`src/logic/mcr3_ctrl_pkg.sv`:
```
//==========================================================================
// Shared constants and types for the three-player control block
// Joystick words carry only the 10 low bits of the host joystick
// Game codes 3 and up all map to GAME_OTHER and give idle ports
//==========================================================================

package mcr3_ctrl_pkg;

	// Joystick word layout
	localparam int JOY_W      = 10;
	localparam int JOY_RIGHT  = 0;
	localparam int JOY_LEFT   = 1;
	localparam int JOY_DOWN   = 2;
	localparam int JOY_UP     = 3;
	localparam int JOY_FIRE_A = 4;
	localparam int JOY_FIRE_B = 5;
	localparam int JOY_FIRE_C = 6;
	localparam int JOY_FIRE_D = 7;
	localparam int JOY_START  = 8;
	localparam int JOY_COIN   = 9;

	localparam int NUM_PLAYERS = 3;

	// Input ports and DIP bank
	localparam int PORT_W    = 8;
	localparam int DIP_COUNT = 8;
	localparam int DIP_AW    = $clog2(DIP_COUNT);

	// ioctl download indices
	localparam logic [7:0] IDX_ROM  = 8'd0;
	localparam logic [7:0] IDX_GAME = 8'd1;
	localparam logic [7:0] IDX_DIP  = 8'd254;

	// Reset hold after a load or a reset request
	localparam int               HOLD_W            = 11;
	localparam logic [HOLD_W-1:0] RESET_HOLD_CYCLES = 11'd1024;

	typedef enum logic [1:0] {
		GAME_RAMPAGE    = 2'd0,
		GAME_SARGE      = 2'd1,
		GAME_POWERDRIVE = 2'd2,
		GAME_OTHER      = 2'd3
	} game_t;

	typedef enum logic [1:0] {
		SEQ_NO_ROM,
		SEQ_LOADING,
		SEQ_HOLD,
		SEQ_RUN
	} seq_state_t;

endpackage

```
`src/logic/download_decoder.sv`:
```
//==========================================================================
// Decodes ioctl writes into the game code and the eight DIP bytes
// Only DIP addresses below DIP_COUNT are written, others are ignored
// game lags the game-code write strobe by two clock edges
//==========================================================================

`timescale 1ns/1ps

module download_decoder (
	input  logic                        clk_sys,
	input  logic                        reset,
	input  logic                        ioctl_download,
	input  logic                        ioctl_wr,
	input  logic [7:0]                  ioctl_index,
	input  logic [24:0]                 ioctl_addr,
	input  logic [7:0]                  ioctl_dout,
	output mcr3_ctrl_pkg::game_t        game,
	output logic [7:0]                  dip0,
	output logic                        dip_service,
	output logic                        rom_download
);

	logic [7:0] game_code;
	logic [7:0] dip [mcr3_ctrl_pkg::DIP_COUNT];
	logic       dip_wr;
	logic       game_wr;

	assign game_wr = ioctl_wr && (ioctl_index == mcr3_ctrl_pkg::IDX_GAME);
	assign dip_wr  = ioctl_wr && (ioctl_index == mcr3_ctrl_pkg::IDX_DIP) &&
		(ioctl_addr < 25'(mcr3_ctrl_pkg::DIP_COUNT));

	always_ff @(posedge clk_sys) begin
		if (reset) begin
			game_code <= 8'd0;
			for (int i = 0; i < mcr3_ctrl_pkg::DIP_COUNT; i++) begin
				dip[i] <= 8'hff;
			end
		end else begin
			if (game_wr) begin
				game_code <= ioctl_dout;
			end
			if (dip_wr) begin
				dip[ioctl_addr[mcr3_ctrl_pkg::DIP_AW-1:0]] <= ioctl_dout;
			end
		end
	end

	// Code to game type, one register stage
	always_ff @(posedge clk_sys) begin
		if (reset) begin
			game <= mcr3_ctrl_pkg::GAME_RAMPAGE;
		end else begin
			case (game_code)
				8'd0:    game <= mcr3_ctrl_pkg::GAME_RAMPAGE;
				8'd1:    game <= mcr3_ctrl_pkg::GAME_SARGE;
				8'd2:    game <= mcr3_ctrl_pkg::GAME_POWERDRIVE;
				default: game <= mcr3_ctrl_pkg::GAME_OTHER;
			endcase
		end
	end

	assign dip0         = dip[0];
	assign dip_service  = dip[1][0];
	assign rom_download = ioctl_download && (ioctl_index == mcr3_ctrl_pkg::IDX_ROM);

	// ROM data only arrives inside a download window
	a_rom_wr_in_download: assert property (@(posedge clk_sys) disable iff (reset)
		(ioctl_wr && (ioctl_index == mcr3_ctrl_pkg::IDX_ROM)) |-> ioctl_download)
		else $error("ROM write strobe outside of a download");

endmodule

```
`src/logic/reset_sequencer.sv`:
```
//==========================================================================
// Game reset FSM driven by the ROM download and reset-request levels
// game_reset is high out of reset and stays high until a ROM has loaded
// A held reset_request keeps restarting the hold until it is released
//==========================================================================

`timescale 1ns/1ps

module reset_sequencer (
	input  logic clk_sys,
	input  logic reset,
	input  logic rom_download,
	input  logic reset_request,
	input  logic hold_done,
	output logic hold_start,
	output logic game_reset,
	output logic rom_loading
);

	mcr3_ctrl_pkg::seq_state_t state;
	mcr3_ctrl_pkg::seq_state_t state_next;
	logic                      rom_download_q;
	logic                      rom_rise;
	logic                      rom_fall;

	assign rom_rise = rom_download & ~rom_download_q;
	assign rom_fall = ~rom_download & rom_download_q;

	//==========================================================================
	// Next state and hold start
	//==========================================================================
	always_comb begin
		state_next = state;
		hold_start = 1'b0;
		case (state)
			mcr3_ctrl_pkg::SEQ_NO_ROM: begin
				if (rom_rise) begin
					state_next = mcr3_ctrl_pkg::SEQ_LOADING;
				end
			end
			mcr3_ctrl_pkg::SEQ_LOADING: begin
				if (rom_fall) begin
					state_next = mcr3_ctrl_pkg::SEQ_HOLD;
					hold_start = 1'b1;
				end
			end
			mcr3_ctrl_pkg::SEQ_HOLD: begin
				if (rom_rise) begin
					state_next = mcr3_ctrl_pkg::SEQ_LOADING;
				end else if (reset_request) begin
					hold_start = 1'b1;
				end else if (hold_done) begin
					state_next = mcr3_ctrl_pkg::SEQ_RUN;
				end
			end
			mcr3_ctrl_pkg::SEQ_RUN: begin
				if (rom_rise) begin
					state_next = mcr3_ctrl_pkg::SEQ_LOADING;
				end else if (reset_request) begin
					state_next = mcr3_ctrl_pkg::SEQ_HOLD;
					hold_start = 1'b1;
				end
			end
		endcase
	end

	always_ff @(posedge clk_sys) begin
		if (reset) begin
			state          <= mcr3_ctrl_pkg::SEQ_NO_ROM;
			rom_download_q <= 1'b0;
			game_reset     <= 1'b1;
			rom_loading    <= 1'b0;
		end else begin
			state          <= state_next;
			rom_download_q <= rom_download;
			// Outputs follow the next state so they line up with state
			game_reset     <= (state_next != mcr3_ctrl_pkg::SEQ_RUN);
			rom_loading    <= (state_next == mcr3_ctrl_pkg::SEQ_LOADING);
		end
	end

	// A ROM download or a reset request always keeps the game in reset
	a_reset_on_request: assert property (@(posedge clk_sys) disable iff (reset)
		(rom_download || reset_request) |=> game_reset)
		else $error("Game left running during a download or reset request");

endmodule

```
`src/logic/reset_hold_timer.sv`:
```
//==========================================================================
// Hold countdown, reloaded with RESET_HOLD_CYCLES on every hold_start
// hold_done stays high once the count reaches zero
//==========================================================================

`timescale 1ns/1ps

module reset_hold_timer (
	input  logic clk_sys,
	input  logic reset,
	input  logic hold_start,
	output logic hold_done
);

	logic [mcr3_ctrl_pkg::HOLD_W-1:0] count;

	always_ff @(posedge clk_sys) begin
		if (reset) begin
			count <= mcr3_ctrl_pkg::RESET_HOLD_CYCLES;
		end else if (hold_start) begin
			count <= mcr3_ctrl_pkg::RESET_HOLD_CYCLES;
		end else if (count != '0) begin
			count <= count - 1'b1;
		end
	end

	assign hold_done = (count == '0);

	// A wrap below zero would leave the reload range
	a_no_wrap: assert property (@(posedge clk_sys) disable iff (reset)
		count <= mcr3_ctrl_pkg::RESET_HOLD_CYCLES)
		else $error("Hold counter wrapped below zero");

endmodule

```
`src/logic/gear_shifter.sv`:
```
//==========================================================================
// Power Drive gear bits, one per player
// Each rising edge of a player's fire D toggles that player's gear
// game_reset clears both the gears and the edge history
//==========================================================================

`timescale 1ns/1ps

module gear_shifter (
	input  logic                                 clk_sys,
	input  logic                                 game_reset,
	input  logic [mcr3_ctrl_pkg::NUM_PLAYERS-1:0] fire_d,
	output logic [mcr3_ctrl_pkg::NUM_PLAYERS-1:0] gear
);

	logic [mcr3_ctrl_pkg::NUM_PLAYERS-1:0] fire_d_q;
	logic [mcr3_ctrl_pkg::NUM_PLAYERS-1:0] fire_rise;

	assign fire_rise = fire_d & ~fire_d_q;

	always_ff @(posedge clk_sys) begin
		if (game_reset) begin
			fire_d_q <= '0;
			gear     <= '0;
		end else begin
			fire_d_q <= fire_d;
			gear     <= gear ^ fire_rise;
		end
	end

endmodule

```
`src/logic/input_port_mux.sv`:
```
//==========================================================================
// Builds the five active-low input ports for the selected game
// Purely combinational, ports follow the inputs in the same cycle
// input3 is always DIP byte 0; unknown games read all ones elsewhere
//==========================================================================

`timescale 1ns/1ps

module input_port_mux (
	input  mcr3_ctrl_pkg::game_t                  game,
	input  logic [mcr3_ctrl_pkg::JOY_W-1:0]       joy1,
	input  logic [mcr3_ctrl_pkg::JOY_W-1:0]       joy2,
	input  logic [mcr3_ctrl_pkg::JOY_W-1:0]       joy3,
	input  logic                                  two_stick_mode,
	input  logic                                  sound_status,
	input  logic [7:0]                            dip0,
	input  logic                                  dip_service,
	input  logic [mcr3_ctrl_pkg::NUM_PLAYERS-1:0] gear,
	output logic [mcr3_ctrl_pkg::PORT_W-1:0]      input0,
	output logic [mcr3_ctrl_pkg::PORT_W-1:0]      input1,
	output logic [mcr3_ctrl_pkg::PORT_W-1:0]      input2,
	output logic [mcr3_ctrl_pkg::PORT_W-1:0]      input3,
	output logic [mcr3_ctrl_pkg::PORT_W-1:0]      input4
);

	// Six-bit field: fire B, fire A, left, down, right, up
	function automatic logic [5:0] stick_fields(input logic [mcr3_ctrl_pkg::JOY_W-1:0] j);
		stick_fields = {j[mcr3_ctrl_pkg::JOY_FIRE_B], j[mcr3_ctrl_pkg::JOY_FIRE_A],
			j[mcr3_ctrl_pkg::JOY_LEFT], j[mcr3_ctrl_pkg::JOY_DOWN],
			j[mcr3_ctrl_pkg::JOY_RIGHT], j[mcr3_ctrl_pkg::JOY_UP]};
	endfunction

	// Sarge remap, returns {rd, ru, ld, lu}
	function automatic logic [3:0] sarge_sticks(input logic [mcr3_ctrl_pkg::JOY_W-1:0] j,
		input logic mode);
		logic u;
		logic d;
		logic l;
		logic r;
		u = j[mcr3_ctrl_pkg::JOY_UP];
		d = j[mcr3_ctrl_pkg::JOY_DOWN];
		l = j[mcr3_ctrl_pkg::JOY_LEFT];
		r = j[mcr3_ctrl_pkg::JOY_RIGHT];
		if (mode) begin
			sarge_sticks = {d | r, u | l, d | l, u | r};
		end else begin
			// Right stick falls back to fire B and fire C
			sarge_sticks = {j[mcr3_ctrl_pkg::JOY_FIRE_B], j[mcr3_ctrl_pkg::JOY_FIRE_C], d, u};
		end
	endfunction

	// Power Drive field: fire B, fire A, gear, fire C
	function automatic logic [3:0] drive_fields(input logic [mcr3_ctrl_pkg::JOY_W-1:0] j,
		input logic g);
		drive_fields = {j[mcr3_ctrl_pkg::JOY_FIRE_B], j[mcr3_ctrl_pkg::JOY_FIRE_A], g,
			j[mcr3_ctrl_pkg::JOY_FIRE_C]};
	endfunction

	always_comb begin
		input0 = 8'hff;
		input1 = 8'hff;
		input2 = 8'hff;
		input3 = dip0;
		input4 = 8'hff;
		case (game)
			mcr3_ctrl_pkg::GAME_RAMPAGE: begin
				input0 = ~{2'b00, dip_service, 3'b000,
					joy2[mcr3_ctrl_pkg::JOY_COIN], joy1[mcr3_ctrl_pkg::JOY_COIN]};
				input1 = ~{2'b00, stick_fields(joy1)};
				input2 = ~{2'b00, stick_fields(joy2)};
				input4 = ~{sound_status, 1'b0, stick_fields(joy3)};
			end
			mcr3_ctrl_pkg::GAME_SARGE: begin
				input0 = ~{2'b00, dip_service, 1'b0,
					joy2[mcr3_ctrl_pkg::JOY_START], joy1[mcr3_ctrl_pkg::JOY_START],
					joy2[mcr3_ctrl_pkg::JOY_COIN], joy1[mcr3_ctrl_pkg::JOY_COIN]};
				input1 = ~{{2{joy1[mcr3_ctrl_pkg::JOY_FIRE_D]}},
					{2{joy1[mcr3_ctrl_pkg::JOY_FIRE_A]}}, sarge_sticks(joy1, two_stick_mode)};
				input2 = ~{{2{joy2[mcr3_ctrl_pkg::JOY_FIRE_D]}},
					{2{joy2[mcr3_ctrl_pkg::JOY_FIRE_A]}}, sarge_sticks(joy2, two_stick_mode)};
			end
			mcr3_ctrl_pkg::GAME_POWERDRIVE: begin
				input0 = ~{2'b00, dip_service, 2'b00, joy3[mcr3_ctrl_pkg::JOY_COIN],
					joy2[mcr3_ctrl_pkg::JOY_COIN], joy1[mcr3_ctrl_pkg::JOY_COIN]};
				input1 = ~{drive_fields(joy2, gear[1]), drive_fields(joy1, gear[0])};
				input2 = ~{sound_status, 3'b000, drive_fields(joy3, gear[2])};
			end
			default: begin
				input0 = 8'hff;
			end
		endcase
	end

endmodule

```
`src/logic/mcr3_control_top.sv`:
```
//==========================================================================
// Control side of the three-player board: downloads, reset and inputs
// The game is held in reset until a ROM has been downloaded
// All inputs are assumed synchronous to clk_sys
//==========================================================================

`timescale 1ns/1ps

module mcr3_control_top (
	input  logic                             clk_sys,
	input  logic                             reset,
	input  logic                             ioctl_download,
	input  logic                             ioctl_wr,
	input  logic [7:0]                       ioctl_index,
	input  logic [24:0]                      ioctl_addr,
	input  logic [7:0]                       ioctl_dout,
	input  logic                             reset_request,
	input  logic                             two_stick_mode,
	input  logic                             sound_status,
	input  logic [mcr3_ctrl_pkg::JOY_W-1:0]  joy1,
	input  logic [mcr3_ctrl_pkg::JOY_W-1:0]  joy2,
	input  logic [mcr3_ctrl_pkg::JOY_W-1:0]  joy3,
	output logic                             game_reset,
	output logic                             rom_loading,
	output mcr3_ctrl_pkg::game_t             game,
	output logic [mcr3_ctrl_pkg::PORT_W-1:0] input0,
	output logic [mcr3_ctrl_pkg::PORT_W-1:0] input1,
	output logic [mcr3_ctrl_pkg::PORT_W-1:0] input2,
	output logic [mcr3_ctrl_pkg::PORT_W-1:0] input3,
	output logic [mcr3_ctrl_pkg::PORT_W-1:0] input4
);

	logic [7:0]                            dip0;
	logic                                  dip_service;
	logic                                  rom_download;
	logic                                  hold_start;
	logic                                  hold_done;
	logic [mcr3_ctrl_pkg::NUM_PLAYERS-1:0] fire_d;
	logic [mcr3_ctrl_pkg::NUM_PLAYERS-1:0] gear;

	assign fire_d = {joy3[mcr3_ctrl_pkg::JOY_FIRE_D], joy2[mcr3_ctrl_pkg::JOY_FIRE_D],
		joy1[mcr3_ctrl_pkg::JOY_FIRE_D]};

	download_decoder u_download_decoder (
		.clk_sys        (clk_sys),
		.reset          (reset),
		.ioctl_download (ioctl_download),
		.ioctl_wr       (ioctl_wr),
		.ioctl_index    (ioctl_index),
		.ioctl_addr     (ioctl_addr),
		.ioctl_dout     (ioctl_dout),
		.game           (game),
		.dip0           (dip0),
		.dip_service    (dip_service),
		.rom_download   (rom_download)
	);

	reset_sequencer u_reset_sequencer (
		.clk_sys       (clk_sys),
		.reset         (reset),
		.rom_download  (rom_download),
		.reset_request (reset_request),
		.hold_done     (hold_done),
		.hold_start    (hold_start),
		.game_reset    (game_reset),
		.rom_loading   (rom_loading)
	);

	reset_hold_timer u_reset_hold_timer (
		.clk_sys    (clk_sys),
		.reset      (reset),
		.hold_start (hold_start),
		.hold_done  (hold_done)
	);

	// Gears restart with every game reset
	gear_shifter u_gear_shifter (
		.clk_sys    (clk_sys),
		.game_reset (game_reset),
		.fire_d     (fire_d),
		.gear       (gear)
	);

	input_port_mux u_input_port_mux (
		.game           (game),
		.joy1           (joy1),
		.joy2           (joy2),
		.joy3           (joy3),
		.two_stick_mode (two_stick_mode),
		.sound_status   (sound_status),
		.dip0           (dip0),
		.dip_service    (dip_service),
		.gear           (gear),
		.input0         (input0),
		.input1         (input1),
		.input2         (input2),
		.input3         (input3),
		.input4         (input4)
	);

endmodule

```
`config.mk`:
```
export PLATFORM = sky130hd
export DESIGN_NAME = mcr3_control_top
export DESIGN_NICKNAME = d
export VERILOG_FILES = /design/src/logic/mcr3_ctrl_pkg.sv /design/src/logic/download_decoder.sv /design/src/logic/reset_sequencer.sv /design/src/logic/reset_hold_timer.sv /design/src/logic/gear_shifter.sv /design/src/logic/input_port_mux.sv /design/src/logic/mcr3_control_top.sv
export SDC_FILE = /design/constraint.sdc
export NUM_CORES = 1
export LEC_CHECK = 0
export ABC_AREA = 1
export BUFFER_PORTS_ARGS = -buffer_cell sky130_fd_sc_hd__buf_2
export CAP_MARGIN = 20
export CORE_MARGIN = 2
export CORE_UTILIZATION = 40
export CTS_BUF_LIST = sky130_fd_sc_hd__clkbuf_4
export DETAILED_ROUTE_END_ITERATION = 12
export PLACE_DENSITY = 0.71
export RECOVER_POWER = 25
export REMOVE_ABC_BUFFERS = 1
export SYNTH_ARGS = -nofsm -noshare
export SYNTH_HDL_FRONTEND = slang
export SYNTH_SLANG_ARGS = --single-unit
```
`constraint.sdc`:
```
create_clock -name clk_sys -period 2.4 [get_ports clk_sys]
set_input_delay 0.36 -clock clk_sys [delete_from_list [all_inputs] [get_ports clk_sys]]
set_output_delay 0.36 -clock clk_sys [all_outputs]
set_load 0.01 [all_outputs]
```
==> metrics.txt <==
status finished clean; fin util about 54%; most frequent cells in the layout 115 x buf_2, 50 x nand2_1, 47 x nor2_1, 39 x inv_1, 32 x dfxtp_1; die width 79.1 µm; CORE AREA 5470 µm²; CTS max path bufs 2; dpl cells 486; max-cap violation count 0; die outline area roughly 6300 µm²; Post-Synth Simple-Gate Area 33.9%; area grow syn2layout 29.8%; Fmax 0.463 GHz; Pins Over Slew Limit 0; CTS tree built; I/O pins 122; CP Data Required Time a little over 2000 ps; Worst Hold Path Cells 3; Worst Hold Class in -> reg; input/output buffers around 120; sequential share of the synthesized area about two fifths; Arr. time, crit path ~1800 ps; HP Start joy3[7]; initial antenna violation count 0; DIE HEIGHT around 79 µm; flops & latches, synth 41; DR iter-0 viols approximately 80; critical path cell sequence inv_1 > nor2_1 > inv_1 > o2111ai_1 > buf_2; Reg clk slew, reported paths ~130 ps; total negative slack 0 ps; first-pass GRT wire length 9360 µm; Routed WL per cell approximately 12 µm; initial core utilization 41.3%; Peak supply drop 0.482 mV; hold-fix buffers at CTS 0; main combinational cell family by area after synthesis simple AND/OR/NAND/NOR gates; vias 2389; setup bufs post-CTS 0; Antenna Cells 0; CTS buffer count 5; period utilization between 90% and 100%; CP peak stage delay 510 ps; Compound-Gate Fraction of Synth Area approximately an eighth; most used cell, CP inv_1; syn avg cell area 7.48 µm²; crit-path max FO 9; time the worst path needs with I/O delays and setup between 2000 and 2500 ps; Cell Area, Synth 2260 µm²; Critical Path Sink input1[3]; DRT Wirelength 5690 µm; Worst R2R End u_reset_sequencer.game_reset$_SDFF_PP1_; GRT met1 Usage 20.9%; largest net degree at the start of global routing 15; Total Power about 1.8 mW; Root Driver clkbuf_4; gr usage total between 15 and 20%; unrepaired setup endpoints after global routing no; reg2reg setup slack 890 ps; critical path endpoint category primary output; worst r2r src u_reset_hold_timer.count[0]$_SDFFE_PP0N_; cells after synthesis approximately 300; post-synthesis mux area share 0%; synth warn 0; Unique masters post-synth 34; grt ovf 0; minimum hold slack 251 ps; num rows 27; GRT met2 Usage 34.1%; crit path kind reg -> out; Startpoint Class flip-flop; Most Crowded Layer GR met2; Worst-Skew Late Latency 350 ps; # clock sinks approximately 40; drt pass-1 iters 4; share of post-route cells with drive strength above 1 a little over a third; power per standard cell area about 600 nW/µm²; # resized after CTS 0; number of global-route vias before repair 2136; final antenna-violating net count 0; H-tree levels 2; Via density approximately 4.8; DRC Markers 0; final setup fails 0; Worst R2R Path Depth 9; commonest non-fill, non-tap cell in the layout buf_2; met3 Usage GRT under 10%; RD Place Congestion approximately 0.84; layout net count 500; fillers 550; skew final 7.90 ps; Adder-Cell Fraction of Synth Area 0.554%; Setup crit start u_download_decoder.game[1]$_SDFF_PP0_; slowest CP cell dfxtp_1; Fin. Hold Viols 0; Post-Layout Cell Count a little under 500; hpwl dp 4650 µm; Pleak around 1.4 nW; Post-Synth XOR/XNOR Area roughly 2.7%
[area by class of cell]
cell class	count	area [µm²]	share of cell area, %
inverter	40	150	5.12
sequential	41	911	31.1
tap	72	90.1	3.07
timing repair buffer	118	591	20.2
clock buffer	5	37.5	1.28
multi-input combinational	215	1130	38.6
clock inverter	3	21.3	0.726
[per-layer routing]
metal  vias up  routed length, µm
met4         0                 66
met2        89               2830
met5         -                  0
li1       1225                  -
met1      1069               2310
met3         6                484
[worst min path at each step]
stage | endpoint
floorplan | u_download_decoder.game[0]$_SDFF_PP0_
global placement | u_gear_shifter.gear[2]$_SDFF_PP0_
detailed placement | u_gear_shifter.gear[2]$_SDFF_PP0_
CTS | u_gear_shifter.fire_d_q[2]$_SDFF_PP0_
global route | u_gear_shifter.fire_d_q[2]$_SDFF_PP0_
finish | u_gear_shifter.fire_d_q[2]$_SDFF_PP0_
[registers in the layout, summed over array words and instances, names as in the netlist]
register and flops:
u_download_decoder.game_code 8, u_reset_sequencer.state 2, u_download_decoder.game 2, u_reset_sequencer.rom_download_q 1, u_reset_sequencer.rom_loading 1, u_download_decoder.dip 9
u_gear_shifter.fire_d_q 3, u_reset_sequencer.game_reset 1, u_reset_hold_timer.count 11, u_gear_shifter.gear 3
[critical path, delay by kind of cell (launching register included)]
kind                   cells  cell delay (ps)
AOI/OAI and AO/OA          1              220
buffers and inverters      3              480
DFF                        1              510
and+or+nand+nor            1              230
[synthesized netlist by cell type]
master     instances  area [µm²]
nor2_4             2        22.5
nor2_1            45         169
xnor2_1            5        43.8
nor3_2             1        10.0
buf_4              4        30.0
o211ai_1           3        22.5
xor2_1             2        17.5
conb_1             1        3.75
ha_1               1        12.5
nand3_2            7        70.1
nand3_1            9        45.0
a22o_1             1        8.76
o2111ai_1          3        26.3
o221ai_1           5        43.8
nand2_1           50         188
nand4_1            6        37.5
edfxtp_1           9         270
a21oi_1           10        50.1
o21ai_0           20         100
clkbuf_1           2        7.51
inv_2              2        7.51
nand2_2            5        31.3
buf_6              1        11.3
o22ai_1            3        18.8
nor2_2            11        68.8
or2_1              1        6.26
nor4_1             3        18.8
inv_1             38         143
dfxtp_1           32         641
nand3b_1           8        60.1
buf_2              2        10.0
or2_2              2        12.5
a21oi_2            3        26.3
nor3_1             5        25.0
[where the power goes]
| part | internal (mW) | switching (mW) |
|---|---|---|
| logic | 0.259 | 0.328 |
| registers | 0.777 | 0.0588 |
| clock network | 0.116 | 0.228 |
[kinds of logic after synthesis]
family / after synthesis
XOR/XNOR: 7
other: 1
AND/OR/NAND/NOR: 155
buffers and inverters: 49
adder cells (fa/ha/maj): 1
flip-flops: 41
AO/OA/AOI/OAI: 48
[through the flow]
stage	setup slack [ps]	instance area, µm²
after floorplan	685	2210
after global placement	687	2900
after detailed placement	650	2900
after CTS	243	2960
after global routing	2.44	2930
final	240	2930
No activity file was read; power rests on OpenSTA's default activity.
